File: config.mk
export PLATFORM = sky130hd
export DESIGN_NAME = uart_periph
export DESIGN_NICKNAME = d
export VERILOG_FILES = /design/src/verilog/uart_pkg.sv /design/src/verilog/uart_periph.sv /design/src/verilog/uart_regs.sv /design/src/verilog/uart_tx_shifter.sv /design/src/verilog/uart_rx_fsm.sv /design/src/verilog/uart_baud_timer.sv
export SDC_FILE = /design/constraint.sdc
export NUM_CORES = 1
export LEC_CHECK = 0
export BUFFER_PORTS_ARGS = -buffer_cell sky130_fd_sc_hd__buf_2
export CORE_UTILIZATION = 50
export DETAILED_ROUTE_END_ITERATION = 7
export PLACE_DENSITY = 0.71
export SLEW_MARGIN = 15
export SYNTH_ARGS = -nofsm -noshare
export SYNTH_HDL_FRONTEND = slang
export SYNTH_HIERARCHICAL = 1
export SYNTH_SLANG_ARGS = --single-unit
File: constraint.sdc
create_clock -name clk -period 7.6 [get_ports clk]
set_input_delay 1.14 -clock clk [delete_from_list [all_inputs] [get_ports clk]]
set_output_delay 1.14 -clock clk [all_outputs]
set_load 0.02 [all_outputs]
File: src/verilog/uart_pkg.sv
package uart_pkg;

   //////////////////////////////////////////////////////////////////////
   // register map
   //////////////////////////////////////////////////////////////////////

   typedef enum logic [2:0] {
      write_wait = 3'd0,   // tx busy or cts low (read only)
      div        = 3'd1,   // baud divider (read/write)
      data       = 3'd2,   // write sends and read pops the rx buffer
      read_valid = 3'd3,   // rx buffer valid (read only)
      rx_en      = 3'd4    // receive enable (write only)
   } uart_addr_e;

   // start + 8 data + stop
   localparam int UART_FRAME_W = 10;

   // value seen on reads of unused or write-only addresses
   localparam logic [31:0] UART_RD_UNUSED = 32'hFFFF_FFFF;

   //////////////////////////////////////////////////////////////////////
   // bus and status bundles
   //////////////////////////////////////////////////////////////////////

   typedef struct packed {
      logic        sel;
      logic        read;
      logic        write;
      uart_addr_e  addr;
      logic [31:0] wdata;
   } uart_bus_req_t;

   typedef struct packed {
      logic tx_busy;    // frame in flight
      logic rx_valid;   // byte waiting in buffer
      logic rx_en_q;    // receive enable flag
   } uart_status_t;

endpackage
File: src/verilog/uart_periph.sv
`timescale 1ns/1ps

module uart_periph
   import uart_pkg::*;
#(
   parameter int DIV_W = 16
) (
   input  logic          clk,
   input  logic          rst_int,
   input  uart_bus_req_t bus,
   output logic [31:0]   rdata,
   output logic          rdy,
   output logic          txd,
   input  logic          rxd,
   input  logic          cts,
   output logic          rts
);

   logic [DIV_W-1:0] divider;

   // transmit path
   logic       tx_load;
   logic [7:0] tx_byte;
   logic       tx_busy;
   logic       tx_tick;
   logic       tx_timer_en;
   logic       tx_restart;

   // receive path
   logic       rx_done;
   logic [7:0] rx_byte;
   logic       rx_tick;
   logic       rx_timer_en;
   logic       rx_restart;
   logic       rx_half;

   //////////////////////////////////////////////////////////////////////
   // register block
   //////////////////////////////////////////////////////////////////////

   uart_regs #(
      .DIV_W (DIV_W)
   ) u_regs (
      .clk     (clk),
      .rst_int (rst_int),
      .bus     (bus),
      .rdata   (rdata),
      .rdy     (rdy),
      .divider (divider),
      .tx_load (tx_load),
      .tx_byte (tx_byte),
      .tx_busy (tx_busy),
      .rx_done (rx_done),
      .rx_byte (rx_byte),
      .cts     (cts),
      .rts     (rts)
   );

   //////////////////////////////////////////////////////////////////////
   // serial transmit
   //////////////////////////////////////////////////////////////////////

   uart_baud_timer #(
      .DIV_W (DIV_W)
   ) tx_timer (
      .clk     (clk),
      .rst_int (rst_int),
      .en      (tx_timer_en),
      .restart (tx_restart),
      .half    (1'b0),          // tx always runs full bit periods
      .divider (divider),
      .tick    (tx_tick)
   );

   uart_tx_shifter u_tx (
      .clk      (clk),
      .rst_int  (rst_int),
      .load     (tx_load),
      .byte_in  (tx_byte),
      .tick     (tx_tick),
      .timer_en (tx_timer_en),
      .restart  (tx_restart),
      .busy     (tx_busy),
      .txd      (txd)
   );

   //////////////////////////////////////////////////////////////////////
   // serial receive
   //////////////////////////////////////////////////////////////////////

   uart_baud_timer #(
      .DIV_W (DIV_W)
   ) rx_timer (
      .clk     (clk),
      .rst_int (rst_int),
      .en      (rx_timer_en),
      .restart (rx_restart),
      .half    (rx_half),
      .divider (divider),
      .tick    (rx_tick)
   );

   uart_rx_fsm u_rx (
      .clk      (clk),
      .rst_int  (rst_int),
      .rxd      (rxd),
      .tick     (rx_tick),
      .timer_en (rx_timer_en),
      .restart  (rx_restart),
      .half     (rx_half),
      .rx_done  (rx_done),
      .rx_byte  (rx_byte)
   );

endmodule

File: src/verilog/uart_regs.sv
`timescale 1ns/1ps

module uart_regs
   import uart_pkg::*;
#(
   parameter int DIV_W = 16
) (
   input  logic             clk,
   input  logic             rst_int,
   input  uart_bus_req_t    bus,
   output logic [31:0]      rdata,
   output logic             rdy,
   output logic [DIV_W-1:0] divider,
   output logic             tx_load,
   output logic [7:0]       tx_byte,
   input  logic             tx_busy,
   input  logic             rx_done,
   input  logic [7:0]       rx_byte,
   input  logic             cts,
   output logic             rts
);

   logic         wr_en;
   logic         rd_en;
   logic         div_we;
   logic         rx_en_we;
   logic         rx_pop;
   logic         rx_valid_q;
   logic         rx_en_q;
   logic [7:0]   rx_buf;
   logic [1:0]   cts_sync;
   uart_status_t status;

   assign wr_en = bus.sel & bus.write;
   assign rd_en = bus.sel & bus.read;

   //////////////////////////////////////////////////////////////////////
   // write decode
   //////////////////////////////////////////////////////////////////////

   assign div_we   = wr_en & (bus.addr == div);
   assign rx_en_we = wr_en & (bus.addr == rx_en);
   assign tx_load  = wr_en & (bus.addr == data);
   assign tx_byte  = bus.wdata[7:0];
   assign rx_pop   = rd_en & (bus.addr == data);   // data read empties buffer

   always_ff @(posedge clk or posedge rst_int) begin
      if (rst_int) begin
         divider    <= DIV_W'(1);
         rx_en_q    <= 1'b0;
         rx_valid_q <= 1'b0;
         cts_sync   <= 2'b00;
         rdy        <= 1'b0;
      end else begin
         if (div_we)   divider <= bus.wdata[DIV_W-1:0];
         if (rx_en_we) rx_en_q <= bus.wdata[0];
         // a byte landing in the same cycle as a pop wins
         if (rx_done)     rx_valid_q <= 1'b1;
         else if (rx_pop) rx_valid_q <= 1'b0;
         cts_sync <= {cts_sync[0], cts};
         rdy      <= bus.sel;
      end
   end

   // new byte overwrites even when valid is still set
   always_ff @(posedge clk) begin
      if (rx_done) rx_buf <= rx_byte;
   end

   assign status = '{tx_busy: tx_busy, rx_valid: rx_valid_q, rx_en_q: rx_en_q};

   assign rts = status.rx_en_q & ~status.rx_valid;   // ask for data only when empty

   //////////////////////////////////////////////////////////////////////
   // read mux
   //////////////////////////////////////////////////////////////////////

   always_comb begin
      rdata = UART_RD_UNUSED;
      if (rd_en) begin
         case (bus.addr)
            write_wait: rdata = {31'd0, status.tx_busy | ~cts_sync[1]};
            div:        rdata = 32'(divider);
            data:       rdata = {24'd0, rx_buf};
            read_valid: rdata = {31'd0, status.rx_valid};
            default:    rdata = UART_RD_UNUSED;   // rx_en and holes
         endcase
      end
   end

endmodule

File: src/verilog/uart_tx_shifter.sv
`timescale 1ns/1ps

module uart_tx_shifter
   import uart_pkg::*;
(
   input  logic       clk,
   input  logic       rst_int,
   input  logic       load,
   input  logic [7:0] byte_in,
   input  logic       tick,
   output logic       timer_en,
   output logic       restart,
   output logic       busy,
   output logic       txd
);

   logic [UART_FRAME_W-1:0] frame;
   logic [3:0]              bit_cnt;   // bits left in the frame

   assign busy     = (bit_cnt != 4'd0);
   assign timer_en = busy;
   assign restart  = load;             // first bit gets a full period

   //////////////////////////////////////////////////////////////////////
   // frame shift register
   //////////////////////////////////////////////////////////////////////

   always_ff @(posedge clk or posedge rst_int) begin
      if (rst_int) begin
         frame   <= '1;                // line idles high
         bit_cnt <= 4'd0;
      end else if (load) begin
         // stop, data, start from msb down
         frame   <= {1'b1, byte_in, 1'b0};
         bit_cnt <= 4'(UART_FRAME_W);
      end else if (busy && tick) begin
         frame   <= {1'b1, frame[UART_FRAME_W-1:1]};   // refill with idle level
         bit_cnt <= bit_cnt - 1'b1;
      end
   end

   assign txd = frame[0];

endmodule

File: src/verilog/uart_rx_fsm.sv
`timescale 1ns/1ps

module uart_rx_fsm (
   input  logic       clk,
   input  logic       rst_int,
   input  logic       rxd,
   input  logic       tick,
   output logic       timer_en,
   output logic       restart,
   output logic       half,
   output logic       rx_done,
   output logic [7:0] rx_byte
);

   typedef enum logic [1:0] {
      idle,
      start_centre,
      data_bits,
      stop
   } rx_state_e;

   rx_state_e  state;
   logic [2:0] bit_idx;
   logic [7:0] shift_q;

   //////////////////////////////////////////////////////////////////////
   // timer control
   //////////////////////////////////////////////////////////////////////

   assign restart  = (state == idle);           // keep count parked at 1
   assign timer_en = (state != idle);
   assign half     = (state == start_centre);   // only half a bit to the centre

   //////////////////////////////////////////////////////////////////////
   // state machine
   //////////////////////////////////////////////////////////////////////

   always_ff @(posedge clk or posedge rst_int) begin
      if (rst_int) begin
         state   <= idle;
         bit_idx <= '0;
      end else begin
         case (state)
            idle: begin
               if (!rxd) state <= start_centre;   // falling edge of start bit
            end
            start_centre: begin
               if (tick) begin
                  state   <= data_bits;
                  bit_idx <= '0;
               end
            end
            data_bits: begin
               if (tick) begin
                  bit_idx <= bit_idx + 1'b1;
                  if (bit_idx == 3'd7) state <= stop;
               end
            end
            stop: begin
               // stop level is not checked
               if (tick) state <= idle;
            end
            default: state <= idle;
         endcase
      end
   end

   // data bits arrive lsb first
   always_ff @(posedge clk) begin
      if (state == data_bits && tick) begin
         shift_q <= {rxd, shift_q[7:1]};
      end
   end

   assign rx_done = (state == stop) & tick;
   assign rx_byte = shift_q;

endmodule

File: src/verilog/uart_baud_timer.sv
`timescale 1ns/1ps

module uart_baud_timer #(
   parameter int DIV_W = 16
) (
   input  logic             clk,
   input  logic             rst_int,
   input  logic             en,
   input  logic             restart,
   input  logic             half,
   input  logic [DIV_W-1:0] divider,
   output logic             tick
);

   logic [DIV_W-1:0] cnt;
   logic [DIV_W:0]   cnt_cmp;   // one extra bit for the doubled count

   // half mode compares 2*cnt against the divider
   assign cnt_cmp = half ? {cnt, 1'b0} : {1'b0, cnt};

   assign tick = en & (cnt_cmp >= {1'b0, divider});

   always_ff @(posedge clk or posedge rst_int) begin
      if (rst_int) begin
         cnt <= '0;
      end else if (restart) begin
         cnt <= DIV_W'(1);          // resync wins over enable
      end else if (!en) begin
         cnt <= '0;
      end else if (tick) begin
         cnt <= DIV_W'(1);          // period done
      end else begin
         cnt <= cnt + 1'b1;
      end
   end

endmodule

### Word-level counts from Yosys, hierarchy flattened

Index checks and enable logic that the tools add are counted.

* $add $sub $neg: 4
* magnitude comparators: 2
* equality and inequality tests: 13
* multiplexer cells: 24
* bitwise logic cells: 13
* reductions and logical operators: 11

Operator list (count)
* 32-bit one-hot mux with 4 select lines: 1
* 16-bit 2-to-1 mux: 6
* 16-bit by 1-bit adder with 16-bit output, second input constant: 2
* 32-bit 2-to-1 mux: 1
* 10-bit 2-to-1 mux: 2
* 17-bit by 16-bit >= comparator with 1-bit output: 1
* 17-bit 2-to-1 mux: 1
* 16-bit >= comparator: 1
* 1-bit bitwise AND: 10
* 2-bit 2-to-1 mux: 5
* 4-bit 2-to-1 mux: 2
* 2-bit by 1-bit inequality test with 1-bit output, second input constant: 4
* 2-bit one-hot mux with 4 select lines: 1
* 2-bit nonzero test: 4
* 3-bit by 2-bit equality test with 1-bit output, second input constant: 2
* 3-bit equality test, second input constant: 2
* 3-bit 2-to-1 mux: 2
* 3-bit one-hot mux with 2 select lines: 1
* 5-bit AND reduction: 1
* 2-bit equality test, second input constant: 2
* 4-bit nonzero test: 1
* 4-bit by 1-bit subtractor with 4-bit output, second input constant: 1
* 3-bit by 1-bit adder with 3-bit output, second input constant: 1
* 3-bit by 1-bit equality test with 1-bit output, second input constant: 1
* other kinds (9): 12

* bits in registers: 88
* word-level logic and storage cells: 80

### Logic depth before layout (Yosys ltp)

* depth after elaboration: 7
* depth in mapped cells: 15

### By module

Netlist, hierarchy kept.

Modules (own cells, without submodules)
* uart_baud_timer: instances 2, cells each 150, area each 1403.8 µm²
* uart_regs: instances 1, cells each 105, area each 1462.7 µm²
* uart_tx_shifter: instances 1, cells each 74, area each 679.4 µm²
* uart_rx_fsm: instances 1, cells each 34, area each 575.6 µm²
* uart_periph: instances 1, cells each 1, area each 3.8 µm²

### Least setup slack after synthesis

OpenSTA, ideal clock, no wires.

* path type: reg-to-reg
* start: reg u_rx.state[1]
* end: reg u_rx.state[1]
* setup time: 0.125 ns
* arrival time: 3.615 ns
* slack: 3.860 ns
* cell stages (with the launch flop): 14
* path buffers: 2
* clock period less this slack: 3.740 ns
* path through: dfrtp_1 -> inv_1 -> ha_1 -> buf_2 -> buf_1 -> mux2_2 -> ha_1 -> nand2_1 -> or3_4 -> a2111oi_4 -> o21a_1 -> o21ba_4 -> a221oi_4 -> mux2_4

* cells in the longest elaborated chain, start to end: 6

Ends and longest elaborated chain
* start: declaration: line uart_rx_fsm.sv:22 `rx_state_e state;`
* start signal: assignment: line uart_rx_fsm.sv:40 `state <= idle;`
* start signal: assignment: line uart_rx_fsm.sv:45 `if (!rxd) state <= start_centre;`
* start signal: assignment: line uart_rx_fsm.sv:49 `state <= data_bits;`
* 2-bit by 1-bit equality test with 1-bit output (*): line uart_rx_fsm.sv:32 `assign half = (state == start_centre);`
* net rx_half: line uart_periph.sv:35 `logic rx_half;`
* 17-bit 2-to-1 mux (*): line uart_baud_timer.sv:19 `assign cnt_cmp = half ? {cnt, 1'b0} : {1'b0, cnt};`
* 17-bit by 16-bit >= comparator with 1-bit output (*): line uart_baud_timer.sv:21 `assign tick = en & (cnt_cmp >= {1'b0, divider});`
* 1-bit bitwise AND (*): line uart_baud_timer.sv:21
* net rx_tick: line uart_periph.sv:32 `logic rx_tick;`
* 2-bit by 1-bit inequality test with 1-bit output (no line)
* 5-bit AND reduction (no line) (*)

Mark *: on every way through the listed nets, which the timed path passes. The rest lies on a longest branch.
A chain may end at the register's enable or synchronous reset.

### Worst setup path in the final report

Same ends and word-level chain as after synthesis.

==> reports/qor.yml <==
outcome: "complete, no violations"
nFillCells: 938
drt-total-wl_mm: 10.5
ys_types: 51
cts_buffers: 9
hold_viol_final: 0
syn2layout_area_growth_pct: 6.45
vias_per_cell: 5.52
grt_usage_pct: 20.0
postCtsSetupBuffers: 0
first_pass_iters: 4
netlist_area_um2: 5530
cp.required_ns: 7.86
dpl_worst_slack_ns: 3.62
clock_latency_ns: 0.37
yosysWarningCount: 6
setup_tns_ns: 0
cts.sinks: 87
synth_seq_cells: 87
die_y_um: 107
cts_tree: "done"
maxSlewViolCount: 0
synth.yosys.seq_area_share_pct: 41.1
irDropWorstVdd_mv: 0.232
critPathLaunchType: "flop"
vias: 3790
grt_pass1_wl_mm: 18.0
drive_gt1_share_pct: 27.8
leakagePower_uw: 0.00264
skew_ns: 0.0116
synth_cells: 514
syn_avg_cell_area_um2: 10.8
nNetsFinal: 624
gp_congestion: 0.863
port-buffer-count: 60
rsz0062_at_grt: "false"
wl_per_cell_um: 15.3
clkTransAtPathRegs_ns: 0.09
path_class: "reg -> reg"
synth_top_area_share_pct: 27.6
fmax_mhz: 249
grt_max_degree: 33
synth_largest_area_cell: "dfrtp_1"
clockBufferDepth: 2
min-delay-path-class: "reg -> reg"
synth-async-reset-ratio_pct: 81.6
drv_cap: 0
drc_errors: 0
period_share_pct: 52.9
h-tree-depth: 3
grt_pass1_vias: 3747
dpl.hpwl_mm: 7.63
crit_path_end_kind: "flop"
arrival_ns: 4.28
setup_ws_ns: 3.58
relSlewSlack_pct: 30.6
cts_root_buffer: "clkbuf_8"
grt_overflow: 0
dieArea_um2: 11500
initial_core_util_pct: 51.2
synthFlopType: "dfrtp_1"
setup_viol: 0
antenna_found_initial: 0
syn-num-nets: 597
ctsHoldBuffers: 0
ios: 77
floorplan.rows: 38
fin_crit_ns: 4.02
drt_iter0_markers: 147
die_w_um: 107
crit_fanout: 21
worst_pin_slew_ns: 1.04
core-area_um2: 10800
synth-edff-count: 16
cts_resized: 0
ant_nets: 0
n_antenna_cell: 0
yosys-top-cells-area: "dfrtp_1 (28%), ha_1 (9.3%), edfxtp_1 (8.7%)"
powerDensity_nw_per_um2: 252
==> cell usage after synthesis (5+ instances only) <==
library cell,count
a31oi_1,7
nand3_1,16
buf_4,27
mux2_4,11
xnor2_1,12
xor2_1,16
nand2_1,24
nor3_1,29
dfrtp_1,61
buf_2,5
mux2_2,36
a221o_1,7
edfxtp_1,16
dfstp_2,10
a21o_1,12
inv_1,46
ha_1,41
nand4_1,9
nor2b_1,10
a21oi_1,24
o21a_1,6
and4_1,6
o21ai_0,16
nor2_1,9
clkbuf_1,6
==> stage by stage <==
stage | instance area, um2 | power, uW | instances | utilization [%] | hold slack (ns)
floorplan | 5530 | 1060 | 514 | - | 0.331
global placement | 5690 | 1140 | 670 | 52.7 | 0.334
detailed placement | 5690 | 1170 | 670 | 52.7 | 0.348
CTS | 5890 | 1490 | 686 | 54.5 | 0.371
global route | 5890 | 1580 | 686 | 54.5 | 0.372
finish | 5890 | 1480 | 686 | 54.5 | 0.368
==> worst max-delay path: stages, from the launching register on <==
cell       delay [ns]
dfrtp_1          0.42
inv_1            0.09
ha_1             0.69
mux2_2           0.42
ha_1             0.30
nand2_1          0.09
or3_4            0.41
a2111oi_4        0.28
buf_4            0.27
o21a_1           0.22
o21ba_4          0.19
a221oi_4         0.22
mux2_4           0.32
==> metal layers <==
metal  GRT usage (%)  vias to the layer above  routed length, um
met3            2.80                       22                222
met2            32.4                       47               5130
met4            9.59                        0                295
li1                -                     1856                  -
met1            26.4                     1865               4870
met5               0                        -                  0
==> cell type report <==
type,count,area (um2),share of cell area [%]
clock buffer,10,128,2.17
sequential,87,2270,38.6
multi-input combinational,336,2760,47.0
timing repair buffer,61,308,5.23
clock inverter,6,68.8,1.17
inverter,46,173,2.93
tap,140,175,2.98
==> cell usage in the layout (no fill, tap or decap), types with 4 or more instances in the layout <==
master / n
o21ai_0: 16
nand2_1: 24
dfstp_2: 10
and3_1: 4
a21o_1: 12
clkbuf_8: 9
edfxtp_1: 16
inv_1: 46
xnor2_1: 12
nor3_1: 29
nand3_1: 16
ha_1: 41
nand4_1: 9
a31oi_1: 7
mux2_2: 36
a21oi_1: 24
nor3b_2: 4
o21a_1: 6
nor2_1: 9
buf_2: 60
nor2b_1: 10
dfrtp_1: 61
xor2_1: 16
and4_1: 6
a221o_1: 7
mux2_4: 11
==> flip-flops by register name (all words and copies together), names as in the netlist <==
signal	cells
tx_timer/cnt	16
u_rx/state	2
rx_timer/cnt	16
u_regs/rx_buf	8
u_regs/cts_sync	2
u_regs/rx_valid_q	1
u_regs/rx_en_q	1
u_regs/divider	16
u_tx/frame	9
u_tx/bit_cnt	4
u_rx/rx_byte	8
u_rx/bit_idx	3
u_regs/rdy	1
==> power by group <==
| group | switching [uW] | total (uW) | internal, uW |
|---|---|---|---|
| sequential | 94.6 | 675 | 580 |
| clock | 172 | 326 | 154 |
| combinational | 254 | 482 | 229 |
==> final timing paths <==
| path | start | end | slack [ns] | cells after the start |
|---|---|---|---|---|
| max | u_rx/state[1]$_DFFE_PP0P_ | u_rx/state[1]$_DFFE_PP0P_ | 3.58 | 12 |
| min | u_regs/cts_sync[0]$_DFF_PP0_ | u_regs/cts_sync[1]$_DFF_PP0_ | 0.37 | 0 |
| max reg2reg | u_rx/state[1]$_DFFE_PP0P_ | u_rx/state[1]$_DFFE_PP0P_ | 3.58 | 12 |
| min reg2reg | u_regs/cts_sync[0]$_DFF_PP0_ | u_regs/cts_sync[1]$_DFF_PP0_ | 0.37 | 0 |
| max in group asynchronous | rst_int | u_regs/divider[10]$_DFFE_PP0P_ | 6.09 | 2 |
| min in group asynchronous | rst_int | u_rx/bit_idx[2]$_DFFE_PP0P_ | 0.72 | 2 |
==> cells by family (layout without fill, tap and decap cells) <==
kind of cell               after synthesis  count (layout)  synth area share, %
AOI/OAI and AO/OA                       90              90                 12.2
xor gates and xnor gates                28              28                 4.44
adders and majority gates               41              41                 9.28
buffers and inverters                   91             123                 8.96
DFF                                     87              87                 41.0
muxes                                   47              47                 10.3
other                                    1               1               0.0678
and+or+nand+nor                        129             129                 13.6
(Power assumes the default switching activity.)
